$ cat config.mk
export PLATFORM = sky130hd
export DESIGN_NAME = pixel_ctrl
export DESIGN_NICKNAME = d
export VERILOG_FILES = /design/src/mandel_pkg.sv /design/src/pixel_ctrl.sv
export SDC_FILE = /design/constraint.sdc
export NUM_CORES = 1
export LEC_CHECK = 0
export BUFFER_PORTS_ARGS = -buffer_cell sky130_fd_sc_hd__buf_2
export CAP_MARGIN = 30
export CORE_MARGIN = 2
export CORE_UTILIZATION = 45
export DETAILED_ROUTE_END_ITERATION = 6
export PLACE_DENSITY = 0.74
export SETUP_SLACK_MARGIN = 0.05
export SLEW_MARGIN = 20
export SYNTH_ARGS = -nofsm -noshare
export SYNTH_HDL_FRONTEND = slang
export SYNTH_SLANG_ARGS = --single-unit
export TNS_END_PERCENT = 30
$ cat constraint.sdc
create_clock -name clk_i -period 13.1 [get_ports clk_i]
set_input_delay 1.31 -clock clk_i [delete_from_list [all_inputs] [get_ports clk_i]]
set_output_delay 1.31 -clock clk_i [all_outputs]
set_load 0.03 [all_outputs]
$ cat src/mandel_pkg.sv
package mandel_pkg;

  localparam int FX_W      = 32;
  localparam int FRAC_BITS = 24;  // Q8.24
  localparam int ITER_W    = 16;
  localparam int TAG_W     = 8;

  // signed fixed point, 8 integer bits incl. sign
  typedef logic signed [FX_W-1:0] fx_t;

  // one point from the client
  typedef struct packed {
    fx_t              cx;
    fx_t              cy;
    logic [TAG_W-1:0] tag;
  } mandel_req_t;

  // item state, travels around the iteration loop
  typedef struct packed {
    fx_t               zx;
    fx_t               zy;
    fx_t               cx;
    fx_t               cy;
    logic [ITER_W-1:0] iter;
    logic [TAG_W-1:0]  tag;
    logic              escaped;  // |z|^2 went past 4.0
    logic              done;     // finished, retire on return
  } mandel_ctx_t;

  // what the consumer gets back
  typedef struct packed {
    logic [TAG_W-1:0]  tag;
    logic [ITER_W-1:0] iter;
    logic              escaped;
  } mandel_res_t;

  // credit init sequence, then normal operation
  typedef enum logic {
    ST_CREDIT_INIT,
    ST_RUN
  } ctrl_state_e;

endpackage

$ cat src/pixel_ctrl.sv
`timescale 1ns/10ps

module pixel_ctrl
  import mandel_pkg::*;
#(
  parameter int SLOTS       = 8,
  parameter int RES_CREDITS = 4,
  parameter int MUL_LAT     = 3
) (
  input  logic        clk_i,
  input  logic        rst_i,
  input  logic        req_valid_i,
  input  mandel_req_t req_i,
  output logic        req_credit_o,
  input  logic        res_credit_i,
  output logic        res_valid_o,
  output mandel_res_t res_o,
  output logic        iter_valid_o,
  output mandel_ctx_t iter_ctx_o,
  input  logic        ret_valid_i,
  input  mandel_ctx_t ret_ctx_i
);

  localparam int PTR_W  = (SLOTS > 1) ? $clog2(SLOTS) : 1;
  localparam int CNT_W  = $clog2(SLOTS + 1);
  localparam int CRED_W = $clog2(RES_CREDITS + 1);  // consumer only returns what it took

  // the loop through mandel_iter needs at least one register per pass
  if (MUL_LAT < 1)
  begin : g_lat_check
    $error("pixel_ctrl: MUL_LAT must be at least 1");
  end

  function automatic logic [PTR_W-1:0] ptr_inc(input logic [PTR_W-1:0] p);
    ptr_inc = (p == PTR_W'(SLOTS - 1)) ? '0 : p + 1'b1;
  endfunction

  ctrl_state_e       state_q;
  logic [CNT_W-1:0]  init_cnt_q;
  logic              init_pulse_q;

  mandel_req_t       iq_mem [SLOTS];  // waiting requests
  logic [PTR_W-1:0]  iq_wr_q;
  logic [PTR_W-1:0]  iq_rd_q;
  logic [CNT_W-1:0]  iq_cnt_q;
  mandel_req_t       iq_head;

  mandel_res_t       rq_mem [SLOTS];  // finished, waiting for a credit
  logic [PTR_W-1:0]  rq_wr_q;
  logic [PTR_W-1:0]  rq_rd_q;
  logic [CNT_W-1:0]  rq_cnt_q;

  logic [CRED_W-1:0] res_cred_q;
  logic              reissue;
  logic              retire;
  logic              take_new;
  logic              res_fire;

  assign reissue  = ret_valid_i & ~ret_ctx_i.done;  // always wins the slot
  assign retire   = ret_valid_i &  ret_ctx_i.done;
  assign take_new = ~reissue & (iq_cnt_q != '0);
  assign iq_head  = iq_mem[iq_rd_q];

  always_comb
  begin
    iter_ctx_o = ret_ctx_i;
    if (!reissue)
    begin
      iter_ctx_o     = '0;  // fresh item, z = 0, iter = 0
      iter_ctx_o.cx  = iq_head.cx;
      iter_ctx_o.cy  = iq_head.cy;
      iter_ctx_o.tag = iq_head.tag;
    end
  end

  assign iter_valid_o = reissue | take_new;

  // results held back until the init pulses are out
  assign res_fire     = (rq_cnt_q != '0) & (res_cred_q != '0) & (state_q == ST_RUN);
  assign res_valid_o  = res_fire;
  assign res_o        = rq_mem[rq_rd_q];
  assign req_credit_o = init_pulse_q | res_fire;  // a slot frees as a result leaves

  // request credit init: SLOTS pulses, then run
  always_ff @(posedge clk_i or posedge rst_i)
  begin
    if (rst_i)
    begin
      state_q      <= ST_CREDIT_INIT;
      init_cnt_q   <= '0;
      init_pulse_q <= 1'b0;
    end
    else
    begin
      case (state_q)
        ST_CREDIT_INIT:
        begin
          if (init_cnt_q == CNT_W'(SLOTS))
          begin
            state_q      <= ST_RUN;
            init_pulse_q <= 1'b0;
          end
          else
          begin
            init_pulse_q <= 1'b1;
            init_cnt_q   <= init_cnt_q + 1'b1;
          end
        end
        default:
        begin
          init_pulse_q <= 1'b0;
        end
      endcase
    end
  end

  // queue pointers and credit counter
  always_ff @(posedge clk_i or posedge rst_i)
  begin
    if (rst_i)
    begin
      iq_wr_q    <= '0;
      iq_rd_q    <= '0;
      iq_cnt_q   <= '0;
      rq_wr_q    <= '0;
      rq_rd_q    <= '0;
      rq_cnt_q   <= '0;
      res_cred_q <= CRED_W'(RES_CREDITS);
    end
    else
    begin
      if (req_valid_i)
      begin
        iq_wr_q <= ptr_inc(iq_wr_q);  // client holds a credit, never full
      end
      if (take_new)
      begin
        iq_rd_q <= ptr_inc(iq_rd_q);
      end
      if (retire)
      begin
        rq_wr_q <= ptr_inc(rq_wr_q);
      end
      if (res_fire)
      begin
        rq_rd_q <= ptr_inc(rq_rd_q);
      end
      iq_cnt_q   <= iq_cnt_q + CNT_W'(req_valid_i) - CNT_W'(take_new);
      rq_cnt_q   <= rq_cnt_q + CNT_W'(retire) - CNT_W'(res_fire);
      res_cred_q <= res_cred_q + CRED_W'(res_credit_i) - CRED_W'(res_fire);
    end
  end

  always_ff @(posedge clk_i)
  begin
    if (req_valid_i)
    begin
      iq_mem[iq_wr_q] <= req_i;
    end
    if (retire)
    begin
      rq_mem[rq_wr_q] <= '{tag: ret_ctx_i.tag, iter: ret_ctx_i.iter, escaped: ret_ctx_i.escaped};
    end
  end

endmodule

# [After elaboration in Yosys (flattened, before gate mapping)]
# Memories as Yosys holds them, arrays and structs flattened.
# Cells that the tools add are included.
[op_classes] addsub=11 multipliers=0 div=0 n_lt_le_gt_ge=0 eq_ne=5 shift=0 mux=13 n_bitwise=11 reduce_logical=4
[ops] op="$mux W154" count=1
[ops] op="$add A3 B1 Y3 const B" count=4
[ops] op="$eq A3 B3 Y1 const B" count=4
[ops] op="$mux W3" count=4
[ops] op="$add A4 B1 Y4" count=2
[ops] op="$mux W1" count=8
[ops] op="$reduce_bool A4 Y1" count=2
[ops] op="$sub A4 B1 Y4" count=2
[ops] op="$and A1 B1 Y1" count=5
[ops] op="$add A4 B1 Y4 const B" count=1
[ops] op="$eq A4 B4 Y1 const B" count=1
[ops] op="$not A1 Y1" count=4
[ops] op="$add A3 B1 Y3" count=1
[ops] op="$reduce_bool A3 Y1" count=1
[ops] op="$sub A3 B1 Y3" count=1
[ops] op="$or A1 B1 Y1" count=2
[ops] op="$reduce_and A2 Y1" count=1
[word_totals] ff_bits=29 latch_bits=0 ramBits=776 mem_bits_ro=0 inputBits=231 output_inout_bits=182 wordCells=56 mem_count=2
[mem_list] name="iq_mem" depth=8 word_bits=72 read_ports=1 rd_ports_with_merged_regs=0 wr=1 line_no="pixel_ctrl.sv:42" text="mandel_req_t iq_mem [SLOTS];"
[mem_list] name="rq_mem" depth=8 word_bits=25 read_ports=1 rd_ports_with_merged_regs=0 wr=1 line_no="pixel_ctrl.sv:48" text="mandel_res_t rq_mem [SLOTS];"

# [Longest topological paths before layout]
# Gate-level depths: netlist of run 1.
[depth] depth_word=5 ltp_mapped=10 ltp_nobuf=10

# [Least setup slack after synthesis of run 1]
# No wires, ideal clock.
[synth_path] kind="input to register" start="in req_valid_i" end="mem iq_mem[0][0] (netlist name), enable pin" setup_ns=0.591 arrival_time_ns=6.290 required_ns=12.509 path_slack_ns=6.219 path_stages=2 n_path_buf=0 cell_sequence="nand2b_1 nor3_1"
[synth_between] elab_chain_cells=2
[synth_rtl] item="start, declared" line_no="pixel_ctrl.sv:12" text="input logic req_valid_i,"
[synth_rtl] item="$mux W1" line_no="pixel_ctrl.sv:156" text="if (req_valid_i)"
[synth_rtl] item="$mux W1 (not written as such)" line_no="pixel_ctrl.sv:158" text="iq_mem[iq_wr_q] <= req_i;"
[synth_rtl] item="end, declared" line_no="pixel_ctrl.sv:42"
# Every way passes these cells.

==> impl_metrics.toml, run 1 <==
[detailed_routing]
met3_length_mm = 6.181
route.met2.wl_mm = 36.57
drt_iter0_drc = 1351
drtPass1Iterations = 7
avgViaCountPerCell = 5.444
drc = 0
avgRoutedWirePerCell_um = 22.90
num_vias = 17580
drt_wl_total_mm = 73.97
routed.top_layer = "met5"
ant_nets = 0
wl_met1_mm = 29.59

[floorplanning]
pin_count = 413
initial_core_util_pct = 45.43
rows = 98
core_mm2 = 0.07136
die_h_um = 272.4
dieWidth_um = 272.4
dieArea_mm2 = 0.07421

[timing]
max_freq_mhz = 187.4
skew_ns = 0.01455
setup_viol = 0
min_period_ns = 5.336
tns_ns = 0
relSlewSlack_pct = 34.69
worst_slew_pin_slew_ns = 0.9773
hold_viol_final = 0
slew_viol_final = 0
rsz0062_at_grt = "no"
setup_slack_ns = 7.764
holdWs_ns = 0.4902
finalCritPeriodShare_pct = 40.73

[placement]
gp_congestion = 0.7531
place_worst_setup_slack_ns = 7.781
dpl-instance-area_mm2 = 0.03567
dp.cells = 3060
io_buffer_count = 411
dpl.hpwl_mm = 43.10

[global_routing]
grt_pass1_vias = 18040
antenna_found_initial = 27
overflow = 0
grt_pass1_wl_mm = 109.1
track_usage_pct = 19.58
grt_max_degree = 228

[power]
ir_worst_vdd_mv = 0.1360
power.total_mw = 8.573
power_density_mw_per_mm2 = 221.9
leakagePower_nw = 13.90

[flow_run]
max_cap_violations = 0

[finish]
final_cells = 3230
multi_input_area_mm2 = 0.007889
drive_above_1_share_pct = 37.29
area_growth_pct = 19.17
final_util_pct = 54.14
nFillCells = 5565
stdcell_area_mm2 = 0.03864
fin_nets = 2454
regArea_mm2 = 0.02404

[clocking]
ctsResizeCount = 0
postCtsSetupBuffers = 0
cts_hold_buf = 0
cts_buffer_depth = 3
root_buffer = "clkbuf_16"
cts_tree = "done"
cts.clk_slew.worst_paths_ns = 0.06
htreeDepth = 3
cts_buffers = 84
insertion_delay_ns = 0.64
cts.sinks = 805

[yosys]
yosysMostFrequentCell = "edfxtp_1"
ys_ff_latch = 805
synth_nets = 2020
synth_edf_count = 776
synth_area_leader_cell = "edfxtp_1"
ys.flop_type = "edfxtp_1"
yosys.area.top_type_share_pct = 71.87
syn_area_mm2 = 0.03242
netlist_top_cells_area = "edfxtp_1 (72%), mux2_2 (6.2%), mux2i_1 (4.4%), mux4_2 (3.5%), dfrtp_1 (2.2%)"
ys_seq_area_share_pct = 74.12
yosysWarnings = 0
netlist_top_cells_count = "edfxtp_1 (776), mux2_2 (178), mux2i_1 (144)"
synthArstFlopShare_pct = 3.602
syn_inst = 1764
ys_types = 40
post_synth.cell_area_avg_um2 = 18.38

[worst_setup_path]
cp-start-kind = "flip-flop"
critPathMaxFanout = 41
worstPathArrival_ns = 4.03
end_kind = "output port"
cp.required_ns = 11.79
path_class = "reg -> out"

[run_status]
status = "finished, final reports clean"

[worst_hold_path]
hp-class = "reg -> reg"
## cell type report
| cell class | instances | share of cell area, % |
|---|---|---|
| clock buffers | 92 | 5.573 |
| repair buffers | 451 | 6.509 |
| multi-input cells | 831 | 20.42 |
| diodes | 11 | 0.07124 |
| well taps | 950 | 3.076 |
| inverters | 25 | 0.2429 |
| flip-flops and latches | 805 | 62.21 |
| clock inverters | 65 | 1.901 |
## flip-flops by register name, summed over array words and instances, names as in the netlist, 4 cells and up
| name | flops |
|---|---|
| iq_mem | 576 |
| rq_mem | 200 |
| iq_cnt_q | 4 |
| init_cnt_q | 4 |
| rq_cnt_q | 4 |
## worst paths after layout
check	start	end	slack, ns	depth (start not counted)
max	iq_rd_q[0]	iter_ctx_o[57]	7.76	8
min	res_cred_q[2]	res_cred_q[2]	0.49	1
max reg2reg	res_cred_q[2]	res_cred_q[2]	10.50	9
min reg2reg	res_cred_q[2]	res_cred_q[2]	0.49	1
max in group asynchronous	rst_i	iq_rd_q[0]	11.99	3
min in group asynchronous	rst_i	rq_cnt_q[3]	0.76	3
## critical path, cell delays in order (launching register included)
cell and delay [ns]:
dfrtp_4 0.63, buf_4 0.60, buf_12 0.33, buf_4 0.54, buf_12 0.31, mux2i_1 0.11
a22o_1 0.24, o31ai_1 0.31, buf_2 0.26
## placed cells by master, fill, tap and decap left out, types with 4 or more instances in the layout
cell type / Yosys / final
edfxtp_1: 776 / 776
buf_2: 20 / 411
mux2_2: 178 / 178
mux2i_1: 144 / 144
clkbuf_16: 0 / 85
and2_1: 81 / 81
nand2_1: 79 / 78
a22o_1: 72 / 72
o22ai_1: 72 / 72
o31ai_1: 60 / 60
mux4_2: 50 / 50
buf_4: 8 / 31
inv_1: 25 / 25
dfrtp_1: 28 / 25
ha_1: 22 / 22
clkinv_1: 0 / 22
clkinv_2: 0 / 15
o31ai_2: 13 / 13
diode_2: 0 / 11
bufinv_16: 0 / 11
nor2_4: 0 / 10
xnor2_1: 7 / 7
clkbuf_1: 55 / 7
clkinvlp_4: 0 / 7
nor3_2: 0 / 6
buf_16: 0 / 6
nand2b_1: 6 / 5
nor2_1: 15 / 5
clkinv_16: 0 / 4
## cells by family (layout without fill, tap and decap cells)
family	Yosys count	count (layout)	share of synthesized area [%]
flops	805	805	74.12
simple gates	196	196	3.033
fa+ha+maj	25	25	1.034
mux	374	374	14.17
compound gates	226	226	5.403
other cells	1	12	0.01157
buf+inv	128	633	1.988
xor+xnor	9	9	0.2431
## per-layer routing
metal  global-route usage (%)  up-vias
li1                         -     7903
met1                    24.78     8971
met2                    32.72      546
met3                    5.968      131
met4                    5.437       32
met5                        0        -
## power by group
part	switching (mW)	internal (mW)
Sequential	0.136	3.18
Combinational	1.75	1.09
Clock	0.992	1.42
Power figures use the tool's default switching activity.
==> inputs of run 2 (changes only) <==
--- a/config.mk
+++ b/config.mk
@@ -10,7 +10,7 @@
 export CORE_MARGIN = 2
 export CORE_UTILIZATION = 45
 export DETAILED_ROUTE_END_ITERATION = 6
-export PLACE_DENSITY = 0.74
+export PLACE_DENSITY = 0.76
 export SETUP_SLACK_MARGIN = 0.05
 export SLEW_MARGIN = 20
 export SYNTH_ARGS = -nofsm -noshare
==> constraint.sdc (replaced) <==
create_clock -name clk_i -period 4.5 [get_ports clk_i]
set_input_delay 0.45 -clock clk_i [delete_from_list [all_inputs] [get_ports clk_i]]
set_output_delay 0.45 -clock clk_i [all_outputs]
set_load 0.03 [all_outputs]
==> run 2 against run 1 <==
Against the previous run: global-route usage about the same; utilization shrank 0.23 points; critical endpoint is now iter_ctx_o[7]; register-to-register slack worse by 8.5 ns; largest power group unchanged; die area stayed put; largest cell class unchanged; flip-flop and latch count did not move; total power grew to 2.9 times the previous value.
==> impl_metrics.toml, run 2 (synthesis results as in run 1) <==
[finish]
largest_reg_flops = 576
final_util_pct = 53.91
fin_nets = 2451
layout_common_cells = "edfxtp_1 (776), buf_2 (411), mux2_2 (178)"
drive_above_1_share_pct = 37.04
top_regs = "iq_mem x576, rq_mem x200"
top_register = "iq_mem"
nFillCells = 5608
layout_commonest_cell = "edfxtp_1"
area_growth_pct = 18.67

[power]
ir_worst_vdd_mv = 0.4197
power_density_mw_per_mm2 = 642.9
leakagePower_nw = 13.83

[worst_setup_path]
worstPathArrival_ns = 3.02
crit_family = "flip-flops"
path_class = "reg -> out"
worst-path-buf-inv = 2
path_cells = "buf_12, mux2i_1, a22o_1, o31ai_1, buf_2"
cp_slowest_cell = "dfrtp_4"
cp.required_ns = 4.05
end_kind = "output port"
cp-start-kind = "flip-flop"
slowest_delay_ns = 0.94
critPathMaxFanout = 50

[global_routing]
grt_max_degree = 106
grtUsageMet1_pct = 24.61
grt_pass1_wl_mm = 110.0
gr-usage-met3_pct = 5.510
track_usage_pct = 19.61
antenna_found_initial = 22
grt_pass1_vias = 18380
overflow = 0
grt.busiest_layer = "met2"
grtUsageMet2_pct = 33.16

[floorplanning]
dieArea_mm2 = 0.07421
rows = 98
die_h_um = 272.4
pin_count = 413
initial_core_util_pct = 45.43
dieWidth_um = 272.4
core_mm2 = 0.07136

[detailed_routing]
drt_wl_total_mm = 73.83
avgViaCountPerCell = 5.518
num_vias = 17740
drc = 0
ant_nets = 0
avgRoutedWirePerCell_um = 22.97
drtPass1Iterations = 5
drt_iter0_drc = 1359

[clocking]
cts.sinks = 805
htreeDepth = 3
cts_buffers = 84
cts_tree = "done"
insertion_delay_ns = 0.63
cts.clk_slew.worst_paths_ns = 0.06
ctsResizeCount = 0
postCtsSetupBuffers = 0
root_buffer = "clkbuf_16"
cts_buffer_depth = 3
cts_hold_buf = 1

[placement]
place_worst_setup_slack_ns = 1.668
gp_congestion = 0.7579
dpl.hpwl_mm = 43.09
io_buffer_count = 411

[timing]
setup_viol = 0
min_period_ns = 3.467
finalCritPeriodShare_pct = 77.03
max_freq_mhz = 288.5
skew_ns = 0.02247
rsz0062_at_grt = "no"
slew_viol_final = 0
worst_slew_pin_slew_ns = 0.9859
relSlewSlack_pct = 34.28
setup_slack_ns = 1.033
hold_viol_final = 0

[worst_hold_path]
hp-class = "in -> reg"

[flow_run]
max_cap_violations = 0

[run_status]
status = "finished, final reports clean"
run 2: changes by cell type in the layout (fill, tap and decap cells not counted), sizes merged:
cell | before | now
buf | 451 | 447
bufinv | 11 | 8
clkbuf | 92 | 96
clkinv | 45 | 41
clkinvlp | 7 | 2
diode | 11 | 5
dlygate4sd3 | 0 | 1
inv | 27 | 29
run 2: layout make-up:
cell class | instances | area [µm²] | share of cell area [%]
flip-flops and latches | 805 | 24040 | 62.47
multi-input cells | 831 | 7895 | 20.52
repair buffers | 448 | 2525 | 6.563
clock buffers | 96 | 2168 | 5.636
well taps | 950 | 1189 | 3.089
clock inverters | 55 | 555.5 | 1.444
inverters | 25 | 93.84 | 0.2439
diodes | 5 | 12.51 | 0.03252
run 2: routing by layer:
layer,share of wire [%],vias up
met5,0.32,-
met4,2.0,36
met3,8.5,144
met2,50,606
met1,39,9062
li1,-,7893
run 2: power breakdown:
part           switching, mW  internal [mW]
clock                   2.82           3.95
combinational           5.01           3.22
sequential             0.480           9.26
run 2: per-stage QoR:
stage / instance area [µm²] / hold WS (ns) / power (mW) / cells / TNS, ns
floorplan: 32430 / 0.4453 / 15.77 / 1764 / -109.21
global placement: 35730 / 0.4595 / 17.94 / 3058 / 0
detailed placement: 35730 / 0.4743 / 18.19 / 3058 / 0
CTS: 38460 / 0.02124 / 25.00 / 3210 / 0
global route: 38470 / 0.03494 / 25.79 / 3212 / 0
finish: 38470 / 0.06606 / 24.73 / 3215 / 0
run 2: path summary, 6_finish.rpt:
check | slack, ns | from | cells after the start | end
setup / recovery | 1.03 | iq_rd_q[0] | 5 | iter_ctx_o[7]
hold / removal | 0.07 | res_credit_i | 2 | res_cred_q[0]
setup reg to reg | 2.00 | res_cred_q[2] | 9 | res_cred_q[2]
hold reg to reg | 0.49 | init_cnt_q[3] | 1 | init_cnt_q[3]
max in group asynchronous | 3.72 | rst_i | 4 | res_cred_q[2]
min in group asynchronous | 0.47 | rst_i | 4 | rq_wr_q[2]
